### src/include/mpu_consts.svh
/*
 * Matrix processing unit dispatch constants
 * Field widths and table depth shared by the dispatch front end
 */

`ifndef MPU_CONSTS_SVH
`define MPU_CONSTS_SVH

////////////////////////////////////////
// Field widths
////////////////////////////////////////
`define MPU_TID_W	4	// Thread number
`define MPU_ISSUE_W	6	// Issue number
`define MPU_ADDR_W	8	// Instruction memory address
`define MPU_LEN_W	8	// Program length, words minus one
`define MPU_DATA_W	32	// Instruction word payload

////////////////////////////////////////
// Table depth
////////////////////////////////////////
// One map entry per thread
`define MPU_THREADS	16

`endif

### src/hdl/mpu_pkg.sv
/*
 * Matrix processing unit dispatch types
 * Width typedefs, word and table structs, dispatch FSM states
 */

`default_nettype none

`include "mpu_consts.svh"

package mpu_pkg;

	// Plain vectors with a meaning
	typedef logic [`MPU_TID_W-1:0]		thread_id_t;
	typedef logic [`MPU_ISSUE_W-1:0]	issue_no_t;
	typedef logic [`MPU_ADDR_W-1:0]		mem_addr_t;
	typedef logic [`MPU_LEN_W-1:0]		prog_len_t;
	typedef logic [`MPU_DATA_W-1:0]		word_data_t;

	// Memory word and output word
	typedef struct packed {
		logic		valid;
		word_data_t	data;
	} instr_t;

	// Thread map entry, length is words minus one
	typedef struct packed {
		mem_addr_t	base;
		prog_len_t	length;
	} lookup_t;

	// Load ports
	typedef struct packed {
		logic		en;
		thread_id_t	tid;
		lookup_t	info;
	} map_write_t;

	typedef struct packed {
		logic		en;
		mem_addr_t	addr;
		instr_t		word;
	} mem_write_t;

	typedef enum logic [2:0] {
		idle,
		get_info,
		send_thread_id,
		send_issue_no,
		send_length,
		send_instrs
	} dispatch_state_t;

endpackage

`default_nettype wire

### src/hdl/thread_map.sv
/*
 * Thread map
 * Holds program base address and length per thread.
 * Answers a level lookup request with a single registered
 * acknowledge pulse and the entry for the requested thread.
 */

`timescale 1ns/10ps
`default_nettype none

`include "mpu_consts.svh"

module thread_map (
	input  wire						clock,
	input  wire						reset,
	input  mpu_pkg::map_write_t		map_write,		// Load port
	input  wire						lookup_req,		// Level from dispatcher
	input  mpu_pkg::thread_id_t		lookup_id,
	output logic					lookup_ack,		// One-cycle pulse
	output mpu_pkg::lookup_t		lookup_info
);

	mpu_pkg::lookup_t	table_q [0:`MPU_THREADS-1];
	logic				req_seen;					// Request already answered
	logic				new_req;

	// Only the first cycle of a request is answered
	assign new_req = lookup_req & ~req_seen;

	////////////////////////////////////////
	// Table storage
	////////////////////////////////////////
	always_ff @(posedge clock) begin
		if (reset) begin
			for (int i = 0; i < `MPU_THREADS; i++) begin
				table_q[i] <= '0;
			end
		end
		else if (map_write.en) begin
			table_q[map_write.tid] <= map_write.info;
		end
	end

	////////////////////////////////////////
	// Lookup handshake
	////////////////////////////////////////
	always_ff @(posedge clock) begin
		if (reset) begin
			req_seen	<= 1'b0;
			lookup_ack	<= 1'b0;
		end
		else begin
			req_seen	<= lookup_req;			// Drops when request goes away
			lookup_ack	<= new_req;
		end
	end

	// Entry payload, valid alongside the acknowledge
	always_ff @(posedge clock) begin
		if (new_req) begin
			lookup_info <= table_q[lookup_id];
		end
	end

endmodule

`default_nettype wire

### config.mk
export PLATFORM = sky130hd
export DESIGN_NAME = thread_map
export DESIGN_NICKNAME = d
export VERILOG_FILES = /design/src/hdl/mpu_pkg.sv /design/src/hdl/thread_map.sv
export VERILOG_INCLUDE_DIRS = /design/src /design/src/include
export SDC_FILE = /design/constraint.sdc
export NUM_CORES = 1
export LEC_CHECK = 0
export BUFFER_PORTS_ARGS = -buffer_cell sky130_fd_sc_hd__buf_2
export CORE_MARGIN = 10
export CORE_UTILIZATION = 66
export DETAILED_ROUTE_END_ITERATION = 10
export HOLD_SLACK_MARGIN = 0.02
export MAX_ROUTING_LAYER = met4
export PLACE_DENSITY = 0.84
export SYNTH_ARGS = -nofsm -noshare
export SYNTH_HDL_FRONTEND = slang
export SYNTH_SLANG_ARGS = --single-unit
### constraint.sdc
create_clock -name clock -period 4.5 [get_ports clock]
set_input_delay 0.225 -clock clock [delete_from_list [all_inputs] [get_ports clock]]
set_output_delay 0.225 -clock clock [all_outputs]
set_load 0.1 [all_outputs]
## Yosys cells after proc, flatten, opt, wreduce, memory -nomap -nowiden

Memories as Yosys holds them, arrays and structs flattened. A register that Yosys moved wholly into a read port is not among the register bits.
Index checks and enable logic that the tools add are counted.
Widths: inputs -> output; s select.

| storage, ports and cells | value |
|---|---|
| register bits after elaboration | 2 |
| input bits | 28 |
| bits in writable memories | 256 |
| memories | 1 |

Memory list:

| memory | depth | bits a word | read ports | clocked after memory_dff | wr ports | line | text |
|---|---|---|---|---|---|---|---|
| table_q | 16 | 16 | 1 | 1 | 16 | thread_map.sv:23 | `` mpu_pkg::lookup_t table_q [0:`MPU_THREADS-1]; `` |

| cells by class | value |
|---|---|
| reduce and logical (&&, ||, !) cells | 1 |
| bitwise logic cells | 2 |
| muxes and demuxes | 8 |

Operator list:

| operator | number |
|---|---|
| $mux 16 | 1 |
| $reduce_or 16->1 | 1 |
| $mux 1 | 6 |
| $mux 4 | 1 |
| $and 1x1->1 | 1 |
| $not 1->1 | 1 |

## Logic depth before layout (Yosys ltp)

| depth | value |
|---|---|
| word-level depth | 5 |
| gate-level depth with buffers | 5 |
| depth with buffers taken out | 3 |

## Worst setup path before layout

OpenSTA, ideal clock, no wires.

| path | value |
|---|---|
| kind | input -> register |
| from | input port map_write[18] in the netlist's numbering |
| to | memory table_q[0][0] in the netlist's numbering, enable pin |
| stages on the path | 3 |
| data required time | 4127 ps |
| data arrival time | 1434 ps |
| setup slack | 2693 ps |
| path through | or4b_4 nor3_4 or2_1 |

RTL lines:

| what | line | text |
|---|---|---|
| start, declared | thread_map.sv:16 | `input mpu_pkg::map_write_t map_write,` |
| end, declared | thread_map.sv:23 |  |

==> impl_table.tex <==
\begin{tabular}{lr}
\hline
Metric & Value \\
\hline
\multicolumn{2}{l}{\textbf{Min path}} \\
\quad Class of the worst hold path & in2reg \\
\quad Destination of the worst hold path & req\_seen\$\_SDFF\_PP0\_ \\
\quad Startpoint of the most critical hold path & reset \\
\quad Hold Path Stages & 2 \\
\multicolumn{2}{l}{\textbf{Critical path}} \\
\quad Worst path bufs/invs & 1 \\
\quad Cell-by-cell trace of the critical path & buf\_2 -> nand4b\_1 -> nor2\_1 -> or2\_1 \\
\quad Startpoint type of the worst setup path & primary input \\
\quad Launch point of the worst reg-to-reg path & table\_q[3][0]\$\_SDFFCE\_PN0P\_ \\
\quad R2R setup slack & between 2 and 3 ns \\
\quad Top cell family by delay on the critical path & simple AND/OR/NAND/NOR gates \\
\quad Critical path capture point type & flop \\
\quad Crit-path slowest cell & sky130\_fd\_sc\_hd\_\_nor2\_1 \\
\quad Critical-path maximum fanout & 22 \\
\quad Critical Path Start & reset \\
\quad Biggest cell delay along the critical path & $\sim$0.94 ns \\
\quad Kind of critical path & in2reg \\
\quad Critical path required time & $\sim$4.7 ns \\
\quad Worst EP arrival & 2.48 ns \\
\quad Depth of the most critical reg-to-reg path & 3 \\
\quad FF-to-FF End & lookup\_info[0]\$\_DFFE\_PP\_ \\
\multicolumn{2}{l}{\textbf{Global routing}} \\
\quad Global-route usage over all layers & 22.9\% \\
\quad Most Crowded Layer GR & met2 \\
\quad GR Util met3 & under 10\% \\
\quad Largest net degree at the start of global routing & 50 \\
\quad Vias in the first global route & approximately 6.9k \\
\quad Global routing met2 resource utilization & 36.9\% \\
\quad Total overflow reported by the global router & 0 \\
\quad Number of antenna violations at the first check in global routing & 1 \\
\quad Global-route wire length before repair & 41000 um \\
\quad Global Route met1 Usage & about 30\% \\
\multicolumn{2}{l}{\textbf{Logic synthesis}} \\
\quad Synth area leader & sky130\_fd\_sc\_hd\_\_edfxtp\_1 \\
\quad Post-synthesis area per instance & between 15 and 20 um\^{}2 \\
\quad Synth Cell Area & around 12000 um\^{}2 \\
\quad Part of the Yosys area used for sequential elements & 68.0\% \\
\quad Number of distinct standard cells referenced by the synthesized netlist & 21 \\
\quad Portion of synthesized cell area occupied by the leading cell type & roughly 68\% \\
\quad Net count after synthesis & 771 \\
\quad Flop and latch count out of synthesis & around 270 \\
\quad Cells taking the most area after synthesis & sky130\_fd\_sc\_hd\_\_edfxtp\_1 (68\%), sky130\_fd\_sc\_hd\_\_and2\_1 (13\%), sky130\_fd\_sc\_hd\_\_mux4\_2 (12\%) \\
\quad Number of standard cells after synthesis & 743 \\
\quad Count of yosys warnings during synthesis & 0 \\
\multicolumn{2}{l}{\textbf{Placement}} \\
\quad Final Wtd Congestion & approximately 0.88 \\
\quad Count of buffers from port buffering & 44 \\
\quad Dpl cells & 969 \\
\quad Total half-perimeter wirelength after legalization and detailed placement & 17200 um \\
\multicolumn{2}{l}{\textbf{Clocking}} \\
\quad Clock Pin Slew Worst Setup and Hold Paths & roughly 0.070 ns \\
\quad Total CTS buffers & 27 \\
\quad Max Buffers Root-to-Sink & 3 \\
\quad Number of post-CTS setup repair buffers & 0 \\
\quad Post-CTS sizing & 0 \\
\quad CTS root buf & sky130\_fd\_sc\_hd\_\_clkbuf\_16 \\
\quad Number of levels in the clock H-tree & 1 \\
\quad Sinks on Clock Net & 274 \\
\quad CTS tree & yes \\
\quad Clk Latency, worst-skew pair & 0.53 ns \\
\multicolumn{2}{l}{\textbf{Route}} \\
\quad Mean routed wirelength per cell & between 20 and 30 um \\
\quad Number of remaining DRC errors & 0 \\
\quad Post-route ant nets & 0 \\
\quad Vias per std cell & 6.45 \\
\quad First-iteration detailed-routing DRC count & approximately 700 \\
\quad Overall routed net length & around 27000 um \\
\quad Detailed-route via count & 6589 \\
\quad Length of the first detailed-routing pass in iterations & 5 \\
\multicolumn{2}{l}{\textbf{Timing}} \\
\quad Post-layout min period & 2.33 ns \\
\quad Total of endpoints with negative setup slack in the final report & 0 \\
\quad Max Transition Viols Final & 0 \\
\quad Max-slew headroom at the worst pin & under 10\% \\
\quad Setup TNS Final & 0 ns \\
\quad Clk\_skew & around 0.012 ns \\
\quad RSZ-0062 raised after global routing & false \\
\quad Worst-margin pin slew & 1.37 ns \\
\quad Final hold violation count & 0 \\
\quad Peak Freq & approximately 430 MHz \\
\quad Period Utilization, post-route & between 50\% and 60\% \\
\multicolumn{2}{l}{\textbf{Floorplan}} \\
\quad Die outline area & between 20000 and 25000 um\^{}2 \\
\quad Die Width & between 150 and 200 um \\
\quad Height of the die & about 160 um \\
\quad Starting density of the core & 67.2\% \\
\quad Number of primary I/O pins & 45 \\
\quad Placeable core region & 18000 um\^{}2 \\
\quad Placement row count & 49 \\
\multicolumn{2}{l}{\textbf{Cells and area}} \\
\quad Layout fillers & just over 1k \\
\quad Nets & 798 \\
\quad Share of cells above drive strength 1 & 21.1\% \\
\quad Growth of design area from synthesis to finish & 10.2\% \\
\quad Final cell count without fillers & about 1k \\
\multicolumn{2}{l}{\textbf{Power and ir drop}} \\
\quad Leakage Power & around 0.0047 uW \\
\quad Power Density & about 430 nW/um\^{}2 \\
\quad Highest ir drop seen on vdd & about 0.37 mV \\
\multicolumn{2}{l}{\textbf{Flow run}} \\
\quad Maximum capacitance violations & 0 \\
\multicolumn{2}{l}{\textbf{Outcome}} \\
\quad Result of the run & complete, no violations \\
\hline
\end{tabular}
-- how the worst max path moves through the flow --
stage / endpoint / cells past startpoint / slack [ns]
CTS: table_q[13][7]$_SDFFCE_PN0P_ / 4 / 2.15
finish: table_q[13][7]$_SDFFCE_PN0P_ / 4 / 2.17
global route: table_q[13][11]$_SDFFCE_PN0P_ / 4 / 2.03
detailed placement: table_q[13][9]$_SDFFCE_PN0P_ / 4 / 1.61
global placement: table_q[13][9]$_SDFFCE_PN0P_ / 4 / 1.66
floorplan: table_q[0][0]$_SDFFCE_PN0P_ / 3 / 2.69
-- cell type report --
type	count	area, um^2	area share [%]
timing repair buffer	53	293	2.20
antenna	1	2.50	0.0188
clock buffer	35	706	5.31
tap	229	287	2.16
clock inverter	15	165	1.24
multi-input combinational	414	3630	27.3
sequential	274	8210	61.7
-- placed cells by master, fill, tap and decap left out, drive strengths merged, types with 3 or more instances in the layout --
cell type / Yosys / layout
nor2b: 5 / 5
nor2: 13 / 13
clkinv: 0 / 8
or2: 16 / 16
mux4: 64 / 64
buf: 14 / 52
and2: 257 / 257
nor3: 4 / 4
clkbuf: 41 / 35
bufinv: 0 / 3
edfxtp: 272 / 272
nand2: 17 / 17
a22oi: 32 / 32
-- state kept, by name, indices dropped and copies added, names as in the netlist --
| register | cells |
|---|---|
| lookup_info | 16 |
| req_seen | 1 |
| table_q | 256 |
| lookup_ack | 1 |
-- through the flow --
| step | util, % | worst slack (ns) | hold slack, ns | power [uW] | area (um^2) |
|---|---|---|---|---|---|
| after floorplan | - | 2.69 | 0.353 | 3370 | 12100 |
| after global placement | 69.1 | 1.66 | 0.459 | 3500 | 12400 |
| after detailed placement | 69.1 | 1.61 | 0.462 | 3520 | 12400 |
| after CTS | 74.0 | 2.15 | 0.0882 | 5720 | 13300 |
| after global routing | 74.0 | 2.03 | 0.114 | 5860 | 13300 |
| final | 74.0 | 2.17 | 0.105 | 5710 | 13300 |
-- power by group --
part | internal, uW | total, uW | leakage [uW] | switching (uW)
Combinational | 149 | 464 | 0.00163 | 316
Sequential | 2960 | 3010 | 0.00261 | 49.9
Clock | 1290 | 2230 | 0.000416 | 943
-- repair_timing --
action / in CTS / in global routing
setup endpoints to repair: 0 / 0
hold endpoints to repair: 1 / 0
hold buffers: 1 / 0
-- metal layers --
| metal | up-vias | share of wire, % |
|---|---|---|
| met1 | 3388 | 38 |
| met3 | 54 | 7.8 |
| met2 | 340 | 51 |
| met5 | - | 0 |
| met4 | 0 | 2.4 |
| li1 | 2807 | - |
-- kinds of logic (layout without fill, tap and decap cells) --
family                 count (synthesis)  in the layout  synth area share (%)
AO/OA/AOI/OAI                         32             32                  1.99
buffers and inverters                 55            103                  1.83
flip-flops                           274            274                  68.0
multiplexers                          64             64                  11.9
other                                  0              1                     0
AND/OR/NAND/NOR                      318            318                  16.2
-- synth_stat cells (all sizes together) --
cell and number:
clkbuf 41, a22oi 32, or2 16, nand4bb 2
edfxtp 272, or4b 1, nor2b 5, dfxtp 2
nand2 17, nor3 4, nand2b 2, buf 14
mux4 64, nand4b 1, and2 257, nor2 13
(Power assumes the default switching activity.)
