## src/include/mpu_consts.svh

```systemverilog
/*
 * Matrix processing unit dispatch constants
 * Field widths and table depth shared by the dispatch front end
 */

`ifndef MPU_CONSTS_SVH
`define MPU_CONSTS_SVH

////////////////////////////////////////
// Field widths
////////////////////////////////////////
`define MPU_TID_W	4	// Thread number
`define MPU_ISSUE_W	6	// Issue number
`define MPU_ADDR_W	8	// Instruction memory address
`define MPU_LEN_W	8	// Program length, words minus one
`define MPU_DATA_W	32	// Instruction word payload

////////////////////////////////////////
// Table depth
////////////////////////////////////////
// One map entry per thread
`define MPU_THREADS	16

`endif

```

## src/hdl/mpu_pkg.sv

```systemverilog
/*
 * Matrix processing unit dispatch types
 * Width typedefs, word and table structs, dispatch FSM states
 */

`default_nettype none

`include "mpu_consts.svh"

package mpu_pkg;

	// Plain vectors with a meaning
	typedef logic [`MPU_TID_W-1:0]		thread_id_t;
	typedef logic [`MPU_ISSUE_W-1:0]	issue_no_t;
	typedef logic [`MPU_ADDR_W-1:0]		mem_addr_t;
	typedef logic [`MPU_LEN_W-1:0]		prog_len_t;
	typedef logic [`MPU_DATA_W-1:0]		word_data_t;

	// Memory word and output word
	typedef struct packed {
		logic		valid;
		word_data_t	data;
	} instr_t;

	// Thread map entry, length is words minus one
	typedef struct packed {
		mem_addr_t	base;
		prog_len_t	length;
	} lookup_t;

	// Load ports
	typedef struct packed {
		logic		en;
		thread_id_t	tid;
		lookup_t	info;
	} map_write_t;

	typedef struct packed {
		logic		en;
		mem_addr_t	addr;
		instr_t		word;
	} mem_write_t;

	typedef enum logic [2:0] {
		idle,
		get_info,
		send_thread_id,
		send_issue_no,
		send_length,
		send_instrs
	} dispatch_state_t;

endpackage

`default_nettype wire

```

## src/hdl/thread_dispatch.sv

```systemverilog
/*
 * Thread dispatcher
 * Accepts an issue strobe, looks up the thread's program in the
 * thread map, sends thread number, issue number and length as
 * header words, then streams the program out of instruction memory.
 * No back-pressure, a burst is always header plus L+1 words.
 */

`timescale 1ns/10ps
`default_nettype none

module thread_dispatch (
	input  wire						clock,
	input  wire						reset,
	input  wire						issue,			// One-cycle strobe
	input  mpu_pkg::thread_id_t		thread_id,
	input  mpu_pkg::issue_no_t		issue_no,
	output logic					lookup_req,		// Held until acknowledged
	output mpu_pkg::thread_id_t		lookup_id,
	input  wire						lookup_ack,
	input  mpu_pkg::lookup_t		lookup_info,
	output logic					mem_rd,
	output mpu_pkg::mem_addr_t		mem_addr,
	input  mpu_pkg::instr_t			rd_word,		// Memory word, one cycle late
	output mpu_pkg::instr_t			out_word,
	output logic					busy,
	output logic					sending,
	output logic					end_send		// Last read cycle
);

	mpu_pkg::dispatch_state_t	state;

	// Latched issue
	mpu_pkg::thread_id_t	tid_r;
	mpu_pkg::issue_no_t		issue_r;

	// Program walk
	mpu_pkg::mem_addr_t		addr_r;
	mpu_pkg::prog_len_t		count_r;				// Words still to read, minus one
	mpu_pkg::prog_len_t		len_r;					// Kept for the length header

	mpu_pkg::instr_t		hdr_word;
	logic					rd_dly;					// mem_rd delayed by memory latency
	logic					accept;
	logic					last_read;

	assign accept		= issue & (state == mpu_pkg::idle);	// Strobe dropped when busy
	assign last_read	= count_r == '0;

	assign busy			= state != mpu_pkg::idle;
	assign sending		= state == mpu_pkg::send_instrs;
	assign end_send		= sending & last_read;

	assign lookup_req	= state == mpu_pkg::get_info;
	assign lookup_id	= tid_r;

	assign mem_rd		= sending;
	assign mem_addr		= addr_r;

	////////////////////////////////////////
	// Output word
	////////////////////////////////////////
	// Header register is empty while memory words come back
	assign out_word.valid	= (rd_dly & rd_word.valid) | hdr_word.valid;
	assign out_word.data	= rd_dly ? rd_word.data : hdr_word.data;

	////////////////////////////////////////
	// Issue latch
	////////////////////////////////////////
	always_ff @(posedge clock) begin
		if (reset) begin
			tid_r	<= '0;
			issue_r	<= '0;
		end
		else if (accept) begin
			tid_r	<= thread_id;
			issue_r	<= issue_no;
		end
	end

	////////////////////////////////////////
	// Address, count and length
	////////////////////////////////////////
	always_ff @(posedge clock) begin
		if (reset) begin
			addr_r	<= '0;
			count_r	<= '0;
			len_r	<= '0;
		end
		else if (sending) begin
			addr_r	<= addr_r + 1'b1;
			count_r	<= count_r - 1'b1;
		end
		else if (lookup_ack) begin
			addr_r	<= lookup_info.base;
			count_r	<= lookup_info.length;
			len_r	<= lookup_info.length;
		end
	end

	// Header words, zero-extended to word width
	always_ff @(posedge clock) begin
		if (reset) begin
			hdr_word	<= '0;
			rd_dly		<= 1'b0;
		end
		else begin
			rd_dly		<= mem_rd;
			case (state)
				mpu_pkg::send_thread_id: begin
					hdr_word.valid	<= 1'b1;
					hdr_word.data	<= mpu_pkg::word_data_t'(tid_r);
				end
				mpu_pkg::send_issue_no: begin
					hdr_word.valid	<= 1'b1;
					hdr_word.data	<= mpu_pkg::word_data_t'(issue_r);
				end
				mpu_pkg::send_length: begin
					hdr_word.valid	<= 1'b1;
					hdr_word.data	<= mpu_pkg::word_data_t'(len_r);
				end
				default: begin
					hdr_word		<= '0;
				end
			endcase
		end
	end

	////////////////////////////////////////
	// Dispatch FSM
	////////////////////////////////////////
	always_ff @(posedge clock) begin
		if (reset) begin
			state <= mpu_pkg::idle;
		end
		else begin
			case (state)
				mpu_pkg::idle: begin
					if (accept) begin
						state <= mpu_pkg::get_info;
					end
				end
				mpu_pkg::get_info: begin
					if (lookup_ack) begin
						state <= mpu_pkg::send_thread_id;
					end
				end
				mpu_pkg::send_thread_id:	state <= mpu_pkg::send_issue_no;
				mpu_pkg::send_issue_no:		state <= mpu_pkg::send_length;
				mpu_pkg::send_length:		state <= mpu_pkg::send_instrs;
				mpu_pkg::send_instrs: begin
					if (last_read) begin
						state <= mpu_pkg::idle;		// Last word still in flight
					end
				end
				default: begin
					state <= mpu_pkg::idle;
				end
			endcase
		end
	end

endmodule

`default_nettype wire

```

## config.mk

```make
export PLATFORM = sky130hd
export DESIGN_NAME = thread_dispatch
export DESIGN_NICKNAME = d
export VERILOG_FILES = /design/src/hdl/mpu_pkg.sv /design/src/hdl/thread_dispatch.sv
export VERILOG_INCLUDE_DIRS = /design/src /design/src/include
export SDC_FILE = /design/constraint.sdc
export NUM_CORES = 1
export LEC_CHECK = 0
export BUFFER_PORTS_ARGS = -buffer_cell sky130_fd_sc_hd__buf_2
export CORE_MARGIN = 2
export CORE_UTILIZATION = 35
export DETAILED_ROUTE_END_ITERATION = 16
export GPL_TIMING_DRIVEN = 0
export PLACE_DENSITY = 0.68
export SLEW_MARGIN = 40
export SYNTH_ARGS = -nofsm -noshare
export SYNTH_HDL_FRONTEND = slang
export SYNTH_SLANG_ARGS = --single-unit
```

## constraint.sdc

```tcl
create_clock -name clock -period 1.7 [get_ports clock]
set_input_delay 0.17 -clock clock [delete_from_list [all_inputs] [get_ports clock]]
set_output_delay 0.17 -clock clock [all_outputs]
set_load 0.01 [all_outputs]
```

After elaboration in Yosys (flattened, before gate mapping)
Cells that the tools add are included.

Register bits: 71. Bits in latches: 0. RAM bits: 0. Bits in read-only memories: 0. Input bits: 63. Output and inout port bits: 50. Logic and storage cells: 40. Memories: 0.

Add/subtract/negate cells: 2. $mul: 0. Divide/modulo/power cells: 0. Order comparisons: 0. Eq/ne operators: 8. Shifts and indexed selects: 0. Multiplexer cells: 10. Bitwise logic cells: 5. Reductions and logical operators: 6.

Operator list (number): 33-bit case mux with 3 select lines (1); 32-bit 2-to-1 mux (1); 8-bit 2-to-1 mux (4); 3-bit case mux with 6 select lines (1); 3-bit 2-to-1 mux (3); 8-bit by 1-bit adder with 8-bit output, second input constant (1); 8-bit logical NOT (1); 8-bit by 1-bit subtractor with 8-bit output, second input constant (1); 3-bit by 2-bit equality test with 1-bit output, second input constant (2); 3-bit equality test, second input constant (2); 2-bit by 1-bit != test with 1-bit output, second input constant (2); 1-bit bitwise AND (3); 3-bit by 1-bit equality test with 1-bit output, second input constant (1); 3-bit logical NOT (1); 3-bit AND reduction (1); 3-bit nonzero test (1); 2-bit != test, second input constant (1); 2-bit AND reduction (1); 2-bit nonzero test (1); 1-bit NOT (1); 1-bit bitwise OR (1).

Logic depth before layout (Yosys ltp)
Depth after elaboration: 4. Mapped depth: 7. Mapped depth without buffers: 6.

Least setup slack after synthesis
No wires, ideal clock.

Path type: register to register. From: reg count_r[0]. To: reg count_r[4]. Setup time: 0.074 ns. Arrival: 1.500 ns. Required time: 1.626 ns. Path slack: 0.126 ns. Cell stages (with the launch flop): 6. Path buffers: 0. Clock period less this slack: 1.574 ns. Cell sequence: dfxtp_1 inv_1 ha_1 or3b_2 or3_1 a31oi_1.

Longest elaborated chain between the ends: 2.

Ends and longest elaborated chain: from (decl) (RTL line thread_dispatch.sv:39) `mpu_pkg::prog_len_t count_r;`; from (signal assigned) (RTL line thread_dispatch.sv:92) `count_r <= count_r - 1'b1;`; from (signal assigned) (RTL line thread_dispatch.sv:96) `count_r <= lookup_info.length;`; 8-bit by 1-bit subtractor with 8-bit output (RTL line thread_dispatch.sv:92); 8-bit 2-to-1 mux (RTL line thread_dispatch.sv:90) `else if (sending) begin`.

Every way passes these cells. A chain may end at the register's enable or synchronous reset.

Worst setup path in the final report
From: reg state[1]. To: out sending.

Longest elaborated chain between the ends: 1.

Ends and longest elaborated chain: from (decl) (RTL line thread_dispatch.sv:31) `mpu_pkg::dispatch_state_t state;`; from (signal assigned) (RTL line thread_dispatch.sv:134) `state <= mpu_pkg::idle;`; from (signal assigned) (RTL line thread_dispatch.sv:140) `state <= mpu_pkg::get_info;`; from (signal assigned) (RTL line thread_dispatch.sv:145) `state <= mpu_pkg::send_thread_id;`; 3-bit equality test (RTL line thread_dispatch.sv:51) `assign sending = state == mpu_pkg::send_instrs;`; to (decl) (RTL line thread_dispatch.sv:27) `output logic sending,`.

Every way passes these cells.

==> flow_results.org <==
** Min path
- The worst hold path belongs to the class in2reg.
- Min-Delay Path Depth :: 3

** Global routing
- The initial antenna violation count is 0.
- First-pass GRT wire length :: 10400 um
- Maximum number of pins on one net before global-route repair :: 20
- Global routing finished with a remaining overflow of 0.
- The number of global-route vias before repair was about 2300.
- For this run, the total global-route usage over all layers was measured as approximately 18%.

** Placed design
- Weighted congestion reported at the end of routability-driven placement :: about 0.79
- The wire-length estimate of the detail-placed layout is 5190 um.
- In this run the tool buffered the top-level ports with 110 buffer cells.
- The number of placed instances, taps included, is 481.

** Synthesis
- Summing the areas of all and, or, nand and nor instances in the mapped netlist gives 29.1% of the synthesized area.
- In the synthesized netlist, the number of instances is 294.
- By area, the combinational part of the netlist is dominated by simple AND/OR/NAND/NOR gates.
- Share of cell area taken by muxes after synthesis :: 4.26%
- Fraction of the mapped netlist area in compound gates :: 19.1%
- Primary flip-flop cell chosen by synthesis mapping :: dfxtp_1
- Share of synthesized cell area in full adder, half adder and majority cells :: under 10%
- Leading post-synthesis cells by instance count :: dfxtp_1 (47), nand2_1 (45), a21oi_1 (33)
- The synthesized netlist occupies a cell area of 2350 um2.
- Synth Register Bits :: 47
- Sorting the synthesized cells by area gives the leading types as dfxtp_1 (40%), and2_1 (7.7%), nand2_1 (7.2%), a21oi_1 (7.0%), mux2_2 (3.8%).
- In this run the biggest area consumer among cell types represents 40.1% of the synthesized area.
- dfxtp_1 takes more of the synthesized area than any other cell.
- The Yosys step of the flow raised 0 warnings.
- Post-synthesis sequential area ratio :: 40.1%
- Most used standard cell by instance count after synthesis :: dfxtp_1
- For this run, asynchronously set or reset flops after synthesis account for 0%.
- Post-synth EDFFs :: 0
- Counting every net in the synthesized netlist gives between 300 and 400.
- After Yosys synthesis, XOR and XNOR cells account for 0.373% of the synthesized area.
- A synthesized cell averages 7.99 um2.
- Number of library cell types mapped by synthesis :: 43

** Detailed routing
- DRT Wirelength :: 6720 um
- For this block, the initial DRC count from the detailed router was between 100 and 150.
- Using the TritonRoute via totals, the vias-per-cell ratio works out to 5.09.
- After detailed routing, the number of remaining DRC violations is 0.
- In this run the remaining antenna-violating nets after routing total 0.
- Via count of the routed design :: roughly 2500
- After detailed routing, the average wire length per cell comes to 13.8 um.
- The pre-antenna-repair detailed-routing pass consisted of 4 iterations.

** Pwr
- Across the VDD grid, the largest voltage drop is 0.347 mV.
- Total Power Consumption :: 2.25 mW
- In this run the static leakage power is 1.52 nW.
- Cell area power density :: slightly above 700 nW/um2

** Floorplanning
- Vertical extent of the die :: 85.9 um
- The floorplan has 29 rows.
- Core Box Area :: between 6000 and 7000 um2
- Top Ports :: 113
- Once the floorplan was initialized, standard cells occupied 36.6% of the core.
- Area of the die :: 7380 um2
- Width of the die :: around 86 um

** Critical path
- Critical Path AT :: 1.49 ns
- Critical Path Most Common Cell :: buf_4
- Max stage delay cell, worst path :: dfxtp_1
- Critical Path RT :: 1.53 ns
- In this run the number of cells on the critical path is 5.
- Cells along the critical path :: nand3b_4 -> buf_4 -> inv_4 -> buf_4 -> buf_2
- Kind of launch point of the worst setup path :: register
- Count of buffer and inverter cells on the critical path :: 4
- On the worst path, the slowest cell contributes a delay of 0.49 ns.
- Nature of the critical path endpoint :: primary output
- Kind of critical path :: reg2out
- Top Family by Delay on Critical Path :: buffers and inverters
- In this run the worst path has a maximum fanout of 11.
- The number of cells on the worst reg-to-reg path is 5.
- For flop-to-flop paths, the worst setup slack is roughly 0.09 ns.

** Clock network
- Post-CTS clock slew at the launch and capture registers of the worst setup and hold paths :: around 0.090 ns
- Bufs on Longest Clock Path :: 2
- TritonCTS Sinks :: 47
- Clock Tree Root :: clkbuf_8
- CTS Buf Count :: 5
- The clock reaches the later pin of the worst-skew pair after 0.30 ns.
- TritonCTS built the clock tree.
- Cts-stage hold buffer count :: 0
- Count of H-tree levels built during CTS :: 2

** Run status
- Result of the run :: complete, no violations

** Cells and area
- Compared with the post-synthesis result, the final layout area differs by 33.4%.
- In the final layout, the multi-input gates occupy 1320 um2.
- Layout cell share with drive strength beyond 1 :: 37.2%
- Registers take 945 um2.
- Cells fill 48.8% of the core in the end.
- # fillers :: between 600 and 700
- For this run, the post-layout net count is about 480.
- Antenna diodes :: 0
- Excluding fillers, the count of instances in the completed layout stands at 488.

** STA
- Clock skew on the completed layout was measured at 0.00639 ns.
- Slew Limit Fails :: 0
- Total of endpoints with negative setup slack in the final report :: 0
- Relative slew slack :: 62.6%
- At the pin with the least slew margin, the transition time is around 0.56 ns.
- Final critical path time including I/O delays and setup :: 1.66 ns
- Adding up every negative setup slack in the final design gives 0 ns.
- After layout, the worst path uses 97.7% of the clock period.
- Hold violation count in the final report :: 0
- Timing would allow up to 602 MHz.

** Job
- Max Cap Viol :: 0
==> per-layer routing <==
layer  up-vias  routed length, um  global-route usage, %
met5         -                  0                      0
met3         9                492                   3.37
met2       111               3290                   32.5
met4         0                105                   4.33
li1       1246                  -                      -
met1      1117               2840                   21.0
==> worst paths after layout <==
kind	start	to
hold / removal	issue_no[4]	issue_r[4]$_SDFFE_PP0P_
setup / recovery	state[1]$_SDFFE_PP0P_	sending
hold reg to reg	len_r[6]$_SDFFE_PP0P_	len_r[6]$_SDFFE_PP0P_
setup reg to reg	count_r[0]$_SDFFE_PP0P_	count_r[4]$_SDFFE_PP0P_
==> registers in the layout, summed over array words and instances, names as in the netlist <==
signal	count
hdr_word	9
count_r	8
len_r	8
mem_addr	8
issue_r	6
lookup_id	4
state	3
rd_dly	1
==> cell families (layout without fill, tap and decap cells) <==
group,count (synthesis),in the layout
AO/OA/AOI/OAI,75,75
XOR/XNOR,1,1
adder cells (fa/ha/maj),3,3
buffers and inverters,27,144
flip-flops,47,47
multiplexers,9,9
AND/OR/NAND/NOR,132,132
==> where the power goes <==
| group | internal (mW) | switching [mW] | total [mW] |
|---|---|---|---|
| logic | 0.170 | 0.208 | 0.377 |
| registers | 1.16 | 0.0548 | 1.22 |
| clock network | 0.282 | 0.378 | 0.660 |
==> tightest hold or removal path, stage by stage <==
cell,delay (ns)
buf_2,0.09
nand2_1,0.04
a21oi_1,0.05
==> stage by stage <==
step	setup slack, ns	hold WS (ns)	cell area (um2)
finish	0.0388	0.0975	3130
CTS	0.00625	0.0918	3100
floorplan	0.126	0.306	2350
detailed placement	0.0160	0.417	3000
global route	-0.00297	0.0940	3130
global placement	0.0425	0.412	3000
==> cell usage in the layout (no fill, tap or decap), drive strengths merged, types with 2 or more instances in the layout <==
master,synthesis,layout
a211oi,5,5
nor3b,4,4
nor2b,3,3
a21oi,33,33
or3,3,3
and2,29,29
nor3,8,8
nor2,20,20
inv,7,7
clkbuf,10,13
nand3,10,10
buf,10,122
a31oi,7,7
and3b,2,2
nand3b,3,3
and3,2,2
nor4,2,2
ha,3,3
o21ai,13,13
clkinv,0,2
a32oi,2,2
mux2,8,8
nand2,45,45
a22oi,6,6
dfxtp,47,47
==> what timing repair did <==
item / CTS / global route
gates resized for setup: 6 / 9
setup buffers: 2 / 0
setup endpoints to repair: 13 / 6
==> cell type report <==
class,instances,share of cell area [%]
flip-flops and latches,47,30.2
inverters,7,0.919
clock inverters,2,0.439
plain buffers,18,3.12
clock buffers,5,2.20
multi-input cells,220,42.1
well taps,77,3.08
repair buffers,112,18.1
No activity file was read; power rests on OpenSTA's default activity.
